[src/hdl/core_settings.svh]
`ifndef CORE_SETTINGS_SVH
`define CORE_SETTINGS_SVH

// data path
`define CORE_XLEN 32

// register counts and buffer depth
`define CORE_ARCH_REGS 32
`define CORE_ROB_DEPTH 8

// one spare tag per buffer entry keeps the free list from running dry
`define CORE_PHYS_REGS (`CORE_ARCH_REGS + `CORE_ROB_DEPTH)

// index widths
`define CORE_ARCH_W 5
`define CORE_PHYS_W 6
`define CORE_ROB_W  3

`endif

[src/hdl/core_pkg.sv]
`include "core_settings.svh"

package core_pkg;

    localparam logic [6:0] OPC_OP     = 7'b0110011;
    localparam logic [6:0] OPC_OP_IMM = 7'b0010011;

    typedef struct packed {
        logic [6:0]              funct7;
        logic [`CORE_ARCH_W-1:0] rs2;
        logic [`CORE_ARCH_W-1:0] rs1;
        logic [2:0]              funct3;
        logic [`CORE_ARCH_W-1:0] rd;
        logic [6:0]              opcode;
    } r_fields_t;

    typedef struct packed {
        logic [11:0]             imm12;
        logic [`CORE_ARCH_W-1:0] rs1;
        logic [2:0]              funct3;
        logic [`CORE_ARCH_W-1:0] rd;
        logic [6:0]              opcode;
    } i_fields_t;

    // same word, register or immediate format
    typedef union packed {
        r_fields_t r_view;
        i_fields_t i_view;
    } instr_t;

    typedef enum logic [3:0] {
        ALU_ADD,
        ALU_SUB,
        ALU_SLL,
        ALU_SLT,
        ALU_SLTU,
        ALU_XOR,
        ALU_SRL,
        ALU_SRA,
        ALU_OR,
        ALU_AND
    } alu_op_e;

    typedef struct packed {
        logic                    valid;
        logic [`CORE_XLEN-1:0]   pc;
        alu_op_e                 alu_op;
        logic                    uses_imm;
        logic [`CORE_XLEN-1:0]   imm;
        logic [`CORE_ARCH_W-1:0] rs1;
        logic [`CORE_ARCH_W-1:0] rs2;
        logic [`CORE_ARCH_W-1:0] rd;
        logic                    writes_rd;
    } dec_uop_t;

    typedef struct packed {
        logic                    valid;
        logic [`CORE_XLEN-1:0]   pc;
        alu_op_e                 alu_op;
        logic                    uses_imm;
        logic [`CORE_XLEN-1:0]   imm;
        logic [`CORE_PHYS_W-1:0] prs1;
        logic [`CORE_PHYS_W-1:0] prs2;
        logic [`CORE_PHYS_W-1:0] prd;
        logic [`CORE_PHYS_W-1:0] old_prd;
        logic                    writes_rd;
        logic [`CORE_ARCH_W-1:0] rd;
        logic [`CORE_ROB_W-1:0]  rob_idx;
    } ren_uop_t;

    typedef struct packed {
        logic                   valid;
        logic [`CORE_ROB_W-1:0] rob_idx;
        logic [`CORE_XLEN-1:0]  value;
    } exe_result_t;

    typedef struct packed {
        logic                    valid;
        logic [`CORE_XLEN-1:0]   pc;
        logic [`CORE_ARCH_W-1:0] rd;
        logic                    writes_rd;
        logic [`CORE_XLEN-1:0]   value;
    } retire_t;

    typedef struct packed {
        logic                    valid;
        logic [`CORE_PHYS_W-1:0] tag;
    } free_t;

endpackage

[src/hdl/decode_stage.sv]
`include "core_settings.svh"

module decode_stage (
    input  logic               clk,
    input  logic               rstn,
    input  logic               instr_valid,
    input  core_pkg::instr_t   instr,
    output core_pkg::dec_uop_t uop
);
    logic [`CORE_XLEN-1:0] pc_q;
    core_pkg::dec_uop_t    dec;
    logic                  legal;
    logic                  alt; // sub / sra select
    logic [2:0]            funct3;
    logic [6:0]            funct7;
    logic [11:0]           imm12;

    assign funct3 = instr.r_view.funct3;
    assign funct7 = instr.r_view.funct7;
    assign imm12  = instr.i_view.imm12;

    always_comb begin
        dec           = '0;
        dec.pc        = pc_q;
        dec.rs1       = instr.r_view.rs1;
        dec.rd        = instr.r_view.rd;
        dec.writes_rd = (instr.r_view.rd != '0);
        alt           = 1'b0;
        case (instr.r_view.opcode)
            core_pkg::OPC_OP: begin
                dec.rs2 = instr.r_view.rs2;
                alt     = funct7[5];
                legal   = (funct7 == 7'b0000000) ||
                          ((funct7 == 7'b0100000) && (funct3 == 3'b000 || funct3 == 3'b101));
            end
            core_pkg::OPC_OP_IMM: begin
                dec.uses_imm = 1'b1;
                dec.imm      = {{(`CORE_XLEN-12){imm12[11]}}, imm12};
                alt          = (funct3 == 3'b101) && imm12[10];
                case (funct3)
                    3'b001:  legal = (imm12[11:5] == 7'b0000000);
                    3'b101:  legal = (imm12[11:5] == 7'b0000000) || (imm12[11:5] == 7'b0100000);
                    default: legal = 1'b1;
                endcase
            end
            default: legal = 1'b0;
        endcase
        case (funct3)
            3'b000:  dec.alu_op = alt ? core_pkg::ALU_SUB : core_pkg::ALU_ADD;
            3'b001:  dec.alu_op = core_pkg::ALU_SLL;
            3'b010:  dec.alu_op = core_pkg::ALU_SLT;
            3'b011:  dec.alu_op = core_pkg::ALU_SLTU;
            3'b100:  dec.alu_op = core_pkg::ALU_XOR;
            3'b101:  dec.alu_op = alt ? core_pkg::ALU_SRA : core_pkg::ALU_SRL;
            3'b110:  dec.alu_op = core_pkg::ALU_OR;
            default: dec.alu_op = core_pkg::ALU_AND;
        endcase
        dec.valid = instr_valid && legal; // unsupported words drop out here
    end

    always_ff @(posedge clk or negedge rstn) begin
        if (!rstn) begin
            pc_q <= '0;
            uop  <= '0;
        end else begin
            uop <= dec;
            if (instr_valid) begin
                pc_q <= pc_q + 'd4; // slot used even when dropped
            end
        end
    end

endmodule

[src/hdl/rename_stage.sv]
`include "core_settings.svh"

module rename_stage (
    input  logic               clk,
    input  logic               rstn,
    input  core_pkg::dec_uop_t dec,
    input  core_pkg::free_t    release_tag,
    output core_pkg::ren_uop_t uop
);
    localparam int unsigned PHYS_W = `CORE_PHYS_W;
    localparam int unsigned ROB_W  = `CORE_ROB_W;

    logic [PHYS_W-1:0] map_q [`CORE_ARCH_REGS];
    logic [PHYS_W-1:0] free_q [`CORE_ROB_DEPTH];
    logic [ROB_W-1:0]  fl_head_q;
    logic [ROB_W-1:0]  fl_tail_q;
    logic [ROB_W-1:0]  rob_idx_q;
    logic              alloc;
    logic [PHYS_W-1:0] new_tag;
    logic [PHYS_W-1:0] prev_tag;

    // x0 never allocates, so tag 0 stays pinned to it
    assign alloc    = dec.valid && dec.writes_rd;
    assign new_tag  = free_q[fl_head_q];
    assign prev_tag = map_q[dec.rd];

    // map table and free list
    always_ff @(posedge clk or negedge rstn) begin
        if (!rstn) begin
            for (int i = 0; i < `CORE_ARCH_REGS; i++) begin
                map_q[i] <= PHYS_W'(i); // identity mapping
            end
            for (int i = 0; i < `CORE_ROB_DEPTH; i++) begin
                free_q[i] <= PHYS_W'(`CORE_ARCH_REGS + i);
            end
            fl_head_q <= '0;
            fl_tail_q <= '0;
        end else begin
            if (alloc) begin
                map_q[dec.rd] <= new_tag;
                fl_head_q     <= fl_head_q + 1'b1;
            end
            if (release_tag.valid) begin
                free_q[fl_tail_q] <= release_tag.tag;
                fl_tail_q         <= fl_tail_q + 1'b1;
            end
        end
    end

    // renamed uop and buffer numbering
    always_ff @(posedge clk or negedge rstn) begin
        if (!rstn) begin
            uop       <= '0;
            rob_idx_q <= '0;
        end else begin
            uop.valid     <= dec.valid;
            uop.pc        <= dec.pc;
            uop.alu_op    <= dec.alu_op;
            uop.uses_imm  <= dec.uses_imm;
            uop.imm       <= dec.imm;
            uop.prs1      <= map_q[dec.rs1];
            uop.prs2      <= map_q[dec.rs2];
            uop.prd       <= alloc ? new_tag : '0;
            uop.old_prd   <= alloc ? prev_tag : '0; // freed when this one retires
            uop.writes_rd <= dec.writes_rd;
            uop.rd        <= dec.rd;
            uop.rob_idx   <= rob_idx_q;
            if (dec.valid) begin
                rob_idx_q <= rob_idx_q + 1'b1;
            end
        end
    end

endmodule

[src/hdl/execute_stage.sv]
`include "core_settings.svh"

module execute_stage (
    input  logic                  clk,
    input  logic                  rstn,
    input  core_pkg::ren_uop_t    uop,
    output core_pkg::exe_result_t result
);
    localparam int unsigned XLEN = `CORE_XLEN;

    logic [XLEN-1:0] prf_q [`CORE_PHYS_REGS];
    logic [XLEN-1:0] op_a;
    logic [XLEN-1:0] op_b;
    logic [XLEN-1:0] alu_out;
    logic [4:0]      shamt;
    logic            writes;

    // write lands at the edge, so the next uop reads it without a bypass
    assign op_a   = prf_q[uop.prs1];
    assign op_b   = uop.uses_imm ? uop.imm : prf_q[uop.prs2];
    assign shamt  = op_b[4:0];
    assign writes = uop.valid && uop.writes_rd;

    always_comb begin
        case (uop.alu_op)
            core_pkg::ALU_ADD: begin
                alu_out = op_a + op_b;
            end
            core_pkg::ALU_SUB: begin
                alu_out = op_a - op_b;
            end
            core_pkg::ALU_SLL: begin
                alu_out = op_a << shamt;
            end
            core_pkg::ALU_SLT: begin
                alu_out = {{(XLEN-1){1'b0}}, $signed(op_a) < $signed(op_b)};
            end
            core_pkg::ALU_SLTU: begin
                alu_out = {{(XLEN-1){1'b0}}, op_a < op_b};
            end
            core_pkg::ALU_XOR: begin
                alu_out = op_a ^ op_b;
            end
            core_pkg::ALU_SRL: begin
                alu_out = op_a >> shamt;
            end
            core_pkg::ALU_SRA: begin
                alu_out = $unsigned($signed(op_a) >>> shamt);
            end
            core_pkg::ALU_OR: begin
                alu_out = op_a | op_b;
            end
            core_pkg::ALU_AND: begin
                alu_out = op_a & op_b;
            end
            default: begin
                alu_out = '0;
            end
        endcase
    end

    // physical file, all zero out of reset
    always_ff @(posedge clk or negedge rstn) begin
        if (!rstn) begin
            for (int i = 0; i < `CORE_PHYS_REGS; i++) begin
                prf_q[i] <= '0;
            end
        end else if (writes) begin
            prf_q[uop.prd] <= alu_out;
        end
    end

    always_ff @(posedge clk or negedge rstn) begin
        if (!rstn) begin
            result <= '0;
        end else begin
            result.valid   <= uop.valid;
            result.rob_idx <= uop.rob_idx;
            result.value   <= uop.writes_rd ? alu_out : '0; // rd zero reports zero
        end
    end

endmodule

[src/hdl/reorder_buffer.sv]
`include "core_settings.svh"

module reorder_buffer (
    input  logic                  clk,
    input  logic                  rstn,
    input  core_pkg::ren_uop_t    alloc,
    input  core_pkg::exe_result_t result,
    output core_pkg::retire_t     retire,
    output core_pkg::free_t       release_tag
);
    localparam int unsigned DEPTH = `CORE_ROB_DEPTH;

    logic [`CORE_XLEN-1:0]   pc_q [DEPTH];
    logic [`CORE_ARCH_W-1:0] rd_q [DEPTH];
    logic [`CORE_PHYS_W-1:0] old_prd_q [DEPTH];
    logic [`CORE_XLEN-1:0]   value_q [DEPTH];
    logic [DEPTH-1:0]        writes_q;
    logic [DEPTH-1:0]        done_q;
    logic [`CORE_ROB_W-1:0]  head_q;
    logic                    head_done;

    // entries are numbered by rename, so head just follows that order
    assign head_done = done_q[head_q];

    // entry payload
    always_ff @(posedge clk) begin
        if (alloc.valid) begin
            pc_q[alloc.rob_idx]      <= alloc.pc;
            rd_q[alloc.rob_idx]      <= alloc.rd;
            writes_q[alloc.rob_idx]  <= alloc.writes_rd;
            old_prd_q[alloc.rob_idx] <= alloc.old_prd;
        end
        if (result.valid) begin
            value_q[result.rob_idx] <= result.value;
        end
    end

    // completion flags, head and retire port
    always_ff @(posedge clk or negedge rstn) begin
        if (!rstn) begin
            done_q      <= '0;
            head_q      <= '0;
            retire      <= '0;
            release_tag <= '0;
        end else begin
            retire.valid      <= head_done;
            release_tag.valid <= head_done && writes_q[head_q];
            if (head_done) begin
                retire.pc        <= pc_q[head_q];
                retire.rd        <= rd_q[head_q];
                retire.writes_rd <= writes_q[head_q];
                retire.value     <= value_q[head_q];
                release_tag.tag  <= old_prd_q[head_q]; // back to the free list
                done_q[head_q]   <= 1'b0;
                head_q           <= head_q + 1'b1;
            end
            if (alloc.valid) begin
                done_q[alloc.rob_idx] <= 1'b0;
            end
            if (result.valid) begin
                done_q[result.rob_idx] <= 1'b1;
            end
        end
    end

endmodule

[src/hdl/ooo_core.sv]
module ooo_core (
    input  logic              clk,
    input  logic              rstn,
    input  logic              instr_valid,
    input  core_pkg::instr_t  instr,
    output core_pkg::retire_t retire
);
    core_pkg::dec_uop_t    dec_uop;
    core_pkg::ren_uop_t    ren_uop;
    core_pkg::exe_result_t exe_result;
    core_pkg::free_t       release_tag;

    decode_stage i_decode (
        .clk         (clk),
        .rstn        (rstn),
        .instr_valid (instr_valid),
        .instr       (instr),
        .uop         (dec_uop)
    );

    // tags come back from retirement
    rename_stage i_rename (
        .clk         (clk),
        .rstn        (rstn),
        .dec         (dec_uop),
        .release_tag (release_tag),
        .uop         (ren_uop)
    );

    execute_stage i_execute (
        .clk    (clk),
        .rstn   (rstn),
        .uop    (ren_uop),
        .result (exe_result)
    );

    reorder_buffer i_rob (
        .clk         (clk),
        .rstn        (rstn),
        .alloc       (ren_uop),
        .result      (exe_result),
        .retire      (retire),
        .release_tag (release_tag)
    );

endmodule

[config.mk]
export PLATFORM = sky130hd
export DESIGN_NAME = ooo_core
export DESIGN_NICKNAME = d
export VERILOG_FILES = /design/src/hdl/core_pkg.sv /design/src/hdl/decode_stage.sv /design/src/hdl/rename_stage.sv /design/src/hdl/execute_stage.sv /design/src/hdl/reorder_buffer.sv /design/src/hdl/ooo_core.sv
export VERILOG_INCLUDE_DIRS = /design/src /design/src/hdl
export SDC_FILE = /design/constraint.sdc
export NUM_CORES = 2
export LEC_CHECK = 0
export BUFFER_PORTS_ARGS = -buffer_cell sky130_fd_sc_hd__buf_2
export CAP_MARGIN = 20
export CORE_UTILIZATION = 56
export CTS_CLUSTER_DIAMETER = 40
export DETAILED_ROUTE_END_ITERATION = 8
export PLACE_DENSITY = 0.78
export SLEW_MARGIN = 25
export SYNTH_ARGS = -nofsm -noshare
export SYNTH_HDL_FRONTEND = slang
export SYNTH_SLANG_ARGS = --single-unit
[constraint.sdc]
create_clock -name clk -period 17.2 [get_ports clk]
set_input_delay 1.72 -clock clk [delete_from_list [all_inputs] [get_ports clk]]
set_output_delay 1.72 -clock clk [all_outputs]
set_load 0.05 [all_outputs]
### Yosys cells after proc, flatten, opt, wreduce, memory -nomap -nowiden

Memories as Yosys holds them, arrays and structs flattened. A register that Yosys moved wholly into a read port is not among the register bits.
Index checks and enable logic that the tools add are counted.

* register bits: 1808
* latch bits: 0
* bits in writable memories: 600
* ROM bits: 0
* input port bits: 35
* output and inout port bits: 71
* logic and storage cells: 262
* memories: 4

* add/sub/neg operators: 7
* multiply operators: 0
* divide/modulo/power cells: 0
* magnitude comparators: 19
* equality and inequality tests: 18
* shift operators: 3
* mux-type cells: 58
* bitwise logic cells: 16
* reductions and logical operators: 23

Memory list
* i_rob.pc_q: words 8, width 32, read ports 1, clocked after memory_dff 1, wr ports 1, line reorder_buffer.sv:13 `` logic [`CORE_XLEN-1:0] pc_q [DEPTH]; ``
* i_rob.value_q: words 8, width 32, read ports 1, clocked after memory_dff 1, wr ports 1, line reorder_buffer.sv:16 `` logic [`CORE_XLEN-1:0] value_q [DEPTH]; ``
* i_rob.old_prd_q: words 8, width 6, read ports 1, clocked after memory_dff 1, wr ports 1, line reorder_buffer.sv:15 `` logic [`CORE_PHYS_W-1:0] old_prd_q [DEPTH]; ``
* i_rob.rd_q: words 8, width 5, read ports 1, clocked after memory_dff 1, wr ports 1, line reorder_buffer.sv:14 `` logic [`CORE_ARCH_W-1:0] rd_q [DEPTH]; ``

Operators with widths (count)
* $bwmux W1280: 1
* $bmux W32 S6: 2
* $pmux W32 S10: 1
* $mux W32: 7
* $bwmux W192: 1
* $demux W32 S6: 1
* $bmux W6 S5: 3
* $mux W6: 12
* $lt A32 B32 Y1: 2
* $bwmux W48: 1
* $mux W33: 1
* $add A32 B3 Y32 const B: 1
* $add A32 B32 Y32: 1
* $and A32 B32 Y32: 1
* $or A32 B32 Y32: 1
* $shl A32 B5 Y32: 1
* $shr A32 B5 Y32: 1
* $sshr A32 B5 Y32: 1
* $sub A32 B32 Y32: 1
* $xor A32 B32 Y32: 1
* $demux W6 S5: 1
* $pmux W4 S7: 1
* $mux W8: 3
* $ge A7 B7 Y1 const B: 3
* 38 further kinds: 95

### Logic depth before layout (Yosys ltp)

* word-level depth: 11
* depth in mapped cells: 27
* depth with buffers taken out: 20

### Cells and area by module

From an unflattened synthesis, not the netlist that was laid out.

* cell total of the unflattened synthesis: 10592
* area, all modules: 124609.5 um2

By module, submodules not included
* execute_stage: times used 1, cells an instance 7402, area an instance 77780.8 um2, sequential area each 32931.6 um2
* reorder_buffer: times used 1, cells an instance 1522, area an instance 26191.4 um2, sequential area each 20484.6 um2
* rename_stage: times used 1, cells an instance 1418, area an instance 17207.8 um2, sequential area each 8933.6 um2
* decode_stage: times used 1, cells an instance 250, area an instance 3429.5 um2, sequential area each 2352.3 um2

### Worst setup path before layout

Ideal clock, no wire load.

* kind: register to register
* start: register i_rename.uop[21] (netlist name)
* end: register i_execute.prf_q[55] (netlist name)
* setup time: 0.128 ns
* data arrival time: 6.784 ns
* required time: 17.072 ns
* path slack: 10.288 ns
* cell stages (with the launch flop): 25
* path buffers: 8
* clock period less this slack: 6.912 ns
* path through: dfrtp_1 buf_2 buf_2 clkbuf_1 buf_1 clkbuf_1 buf_1 mux4_2 mux2i_1 nor2_1 o31ai_1 ha_1 clkbuf_1 nor2b_1 o21ai_0 a211o_1 a21oi_1 nor2_1 o21ai_0 o41a_1 o21ai_0 or4_1 a2111oi_2 buf_2 o21ai_1

* cells in the longest elaborated chain, start to end: 8
* elaborated cells on any way between the ends: 15
* classes of those cells: add/sub (2); shift (3); mux (6); bitwise (4)

RTL lines
* $not A6 Y7 (not written as such) (*): line execute_stage.sv:20 `assign op_b = uop.uses_imm ? uop.imm : prf_q[uop.prs2];`
* $bmux W32 S6 (*): line execute_stage.sv:20
* $mux W32 (not written as such) (*) (2 in a row): line execute_stage.sv:20
* $mux W32 (*): line execute_stage.sv:20
* $sub A32 B32 Y32 (tied with other cells): line execute_stage.sv:30 `alu_out = op_a - op_b;`
* $pmux W32 S10 (*): line execute_stage.sv:25 `case (uop.alu_op)`
* $bwmux W1280 (*): line execute_stage.sv:69 `prf_q[uop.prd] <= alu_out;`
* end signal, assigned by index: line execute_stage.sv:69
* end, declared: line execute_stage.sv:11 `` logic [XLEN-1:0] prf_q [`CORE_PHYS_REGS]; ``

Mark *: on every way between the ends. The rest lies on a longest branch, timed or not. The select of a mux whose other input is x is not followed.
A chain may end at the register's enable or synchronous reset.

### Worst setup path after layout

* start: register i_rename.uop[22] (netlist name)
* end: register i_execute.prf_q[476] (netlist name)

* cells in the longest elaborated chain, start to end: 8
* elaborated cells on any way between the ends: 15
* classes of those cells: add/sub (2); shift (3); mux (6); bitwise (4)

RTL lines (line)
* $not A6 Y7 (not written as such) (*): execute_stage.sv:20
* $bmux W32 S6 (*): execute_stage.sv:20
* $mux W32 (not written as such) (*) (2 in a row): execute_stage.sv:20
* $mux W32 (*): execute_stage.sv:20
* $sub A32 B32 Y32 (tied with other cells): execute_stage.sv:30
* $pmux W32 S10 (*): execute_stage.sv:25
* $bwmux W1280 (*): execute_stage.sv:69

Marked as above.

==> flow_metrics.env <==
export IMPL_grt_usage_pct=36.76
export IMPL_relSlewSlack_pct=20.29
export IMPL_grt_pass1_wl_um=590100
export IMPL_p_leak_uw=0.05377
export IMPL_row_count=170
export IMPL_fin_ws_ps=7732
export IMPL_cp_arrival_ps=10220
export IMPL_muxShareOfSynthArea_pct=22.52
export IMPL_overflow=0
export IMPL_tightest_slew_ps=1186
export IMPL_fin_crit_ps=9468
export IMPL_ys_flop_type="dfrtp_1"
export IMPL_ant_nets=0
export IMPL_hold_viol=0
export IMPL_dieArea_um2=217600
export IMPL_fmax_mhz=105.6
export IMPL_r2r_end="i_execute.prf_q[476]"
export IMPL_hold_buffers=0
export IMPL_ff2ff_setup_slack_ps=7730
export IMPL_synth_compound_area_share_pct=11.65
export IMPL_final_common_cell="dfrtp_1"
export IMPL_cts_tree="yes"
export IMPL_dpl_worst_slack_ps=8156
export IMPL_clockBufferDepth=4
export IMPL_ys_seq_area_share_pct=52.66
export IMPL_placed_cell_area_um2=123900
export IMPL_die_width_um=466.5
export IMPL_tritoncts_num_buffers=323
export IMPL_cts_resized=0
export IMPL_cp_start_kind="flip-flop"
export IMPL_dr_wl_met2_um=180600
export IMPL_hp_class="reg2reg"
export IMPL_wirelength_um=397900
export IMPL_worstSetupPathType="reg2reg"
export IMPL_fin_tns_setup_ps=0
export IMPL_finClkSkew_ps=99.20
export IMPL_synth_top_family_by_area="multiplexers"
export IMPL_ys_seq_elements=2419
export IMPL_synth_xor_area_share_pct=0.4132
export IMPL_r2r_start="i_rename.uop[22]"
export IMPL_powerDensity_nw_per_um2=100.5
export IMPL_wire_per_inst_um=31.36
export IMPL_highest_layer="met5"
export IMPL_worstPathMaxFanout=80
export IMPL_core_um2=214400
export IMPL_mappedNetlistArea_um2=120800
export IMPL_avgSynthCellArea_um2=12.34
export IMPL_layout_common_cells="dfrtp_1, nor2_1, mux4_2"
export IMPL_gp_congestion=1.014
export IMPL_crit_required_ps=17950
export IMPL_end_kind="flip-flop"
export IMPL_initial_utilization_pct=56.35
export IMPL_slew_violations=0
export IMPL_via_per_inst=7.036
export IMPL_ys_types=102
export IMPL_clock_latency_ps=990
export IMPL_peakVddDrop_v=0.0001110
export IMPL_fill_cells=15070
export IMPL_run_status="finished, final reports clean"
export IMPL_drv_cap=0
export IMPL_synth_edff_count=592
export IMPL_cts_setup_buffers=0
export IMPL_fin_area_um2=134800
export IMPL_path_clk_slew_ps=60
export IMPL_finalCritPeriodShare_pct=55.05
export IMPL_synth_fa_ha_area_share_pct=1.110
export IMPL_crit_end="i_execute.prf_q[476]"
export IMPL_wl_met1_um=141300
export IMPL_grt_pass1_vias=90350
export IMPL_cts_root_buf="clkbuf_16"
export IMPL_crit_start="i_rename.uop[22]"
export IMPL_reg2reg_depth=24
export IMPL_syn_inst=9792
export IMPL_nets=9742
export IMPL_grt_max_degree=180
export IMPL_async_flop_share_pct=75.53
export IMPL_antenna_found_initial=21
export IMPL_ios=106
export IMPL_syn2layout_area_growth_pct=11.59
export IMPL_cts_sinks=2419
export IMPL_drtIter0Drc=11750
export IMPL_dp_hpwl_um=242400
export IMPL_yosys_area_share_simple_pct=8.141
export IMPL_post_route_drc_count=0
export IMPL_total_power_uw=13550
export IMPL_dr_pass1_iters=8
export IMPL_rsz0062_at_grt="no"
export IMPL_wl_met3_um=49920
export IMPL_portBuffers=103
export IMPL_cts_htree_levels=5
export IMPL_setup_violations=0
export IMPL_die_h_um=466.5
export IMPL_drive_above_1_share_pct=23.60
export IMPL_yosysWarnings=0
export IMPL_vias=89280
state kept, by name, indices dropped and copies added, names as in the netlist, 7 cells and up:
| register | cells |
|---|---|
| i_execute.result | 36 |
| i_rob.writes_q | 8 |
| i_rob.rd_q | 40 |
| i_execute.prf_q | 1280 |
| i_rename.map_q | 192 |
| i_rob.value_q | 256 |
| i_rob.old_prd_q | 48 |
| i_rob.pc_q | 240 |
| i_rename.uop | 81 |
| i_decode.uop | 64 |
| i_rob.retire | 69 |
| i_decode.pc_q | 30 |
| i_rob.done_q | 8 |
| i_rob.release_tag | 7 |
| i_rename.free_q | 48 |
worst min-delay path by stage:
stage / to / cells past startpoint / start
global placement: i_rename.uop[83] / 0 / i_decode.uop[66]
CTS: i_rename.uop[82] / 0 / i_decode.uop[65]
floorplan: i_rename.uop[100] / 0 / i_decode.uop[83]
finish: i_rename.uop[72] / 0 / i_decode.uop[55]
global route: i_rename.uop[42] / 0 / i_decode.uop[25]
detailed placement: i_rename.uop[40] / 0 / i_decode.uop[23]
cell families (layout without fill, tap and decap cells):
group,after synthesis,count (layout)
fa+ha+maj,106,106
xor+xnor,57,57
compound gates,2376,2376
mux,1449,1449
other cells,1,13
buf+inv,985,1031
flops,2419,2419
simple gates,2399,2399
worst max-delay path, stage by stage (launching register included):
cell and delay, ps:
dfrtp_4 860, buf_4 860, mux2i_1 220, a22oi_1 280, a21boi_1 170, nor4_4 770
a21oi_4 100, buf_4 320, inv_2 120, buf_4 680, ha_1 340, inv_1 90
fa_1 460, o21bai_1 170, a21oi_1 120, o21ai_0 620, nand4_1 230, a31oi_1 420
o21ai_0 380, o21a_1 300, o31a_1 240, o22ai_1 280, mux2i_4 390, buf_4 490
a31oi_1 190
per-layer routing:
layer	GRT usage [%]	up-vias
met2	55.12	6179
met3	11.54	1539
met1	47.68	45370
li1	-	36180
met5	0	-
met4	20.80	11
stage by stage:
step,hold slack [ps],utilization (%),std cells
floorplan,331.2,-,9793
global placement,332.2,57.71,12100
detailed placement,334.7,57.80,12110
CTS,345.3,62.80,12670
global route,347.1,62.87,12680
finish,341.5,62.87,12690
synthesized netlist by cell type (138+ instances only):
cell type     n  share of area (%)
a21oi_1     839                3.5
buf_2       147               0.61
clkbuf_1    568                1.8
dfrtp_1    1727                 36
edfxtp_1    592                 15
mux2_2      152                1.4
mux2i_1     296                2.5
mux4_2     1000                 19
nand2_1     997                3.1
nor2_1     1076                3.3
o21ai_0     721                3.0
o21ai_1     138               0.57
where the power goes:
part	total [µW]	internal, µW	switching (µW)
Clock	6720	4100	2610
Sequential	6050	5960	89.9
Combinational	785	220	565
Total	13600	10300	3270
final cells by class:
| class | count | area (µm²) | share of cell area (%) |
|---|---|---|---|
| antenna | 11 | 27.53 | 0.02042 |
| clock buffer | 388 | 8746 | 6.488 |
| clock inverter | 175 | 1973 | 1.464 |
| inverter | 114 | 427.9 | 0.3174 |
| multi-input combinational | 6389 | 53690 | 39.83 |
| sequential | 2419 | 63670 | 47.23 |
| tap | 2838 | 3551 | 2.634 |
| timing repair buffer | 354 | 2715 | 2.014 |
Power figures use the tool's default switching activity.
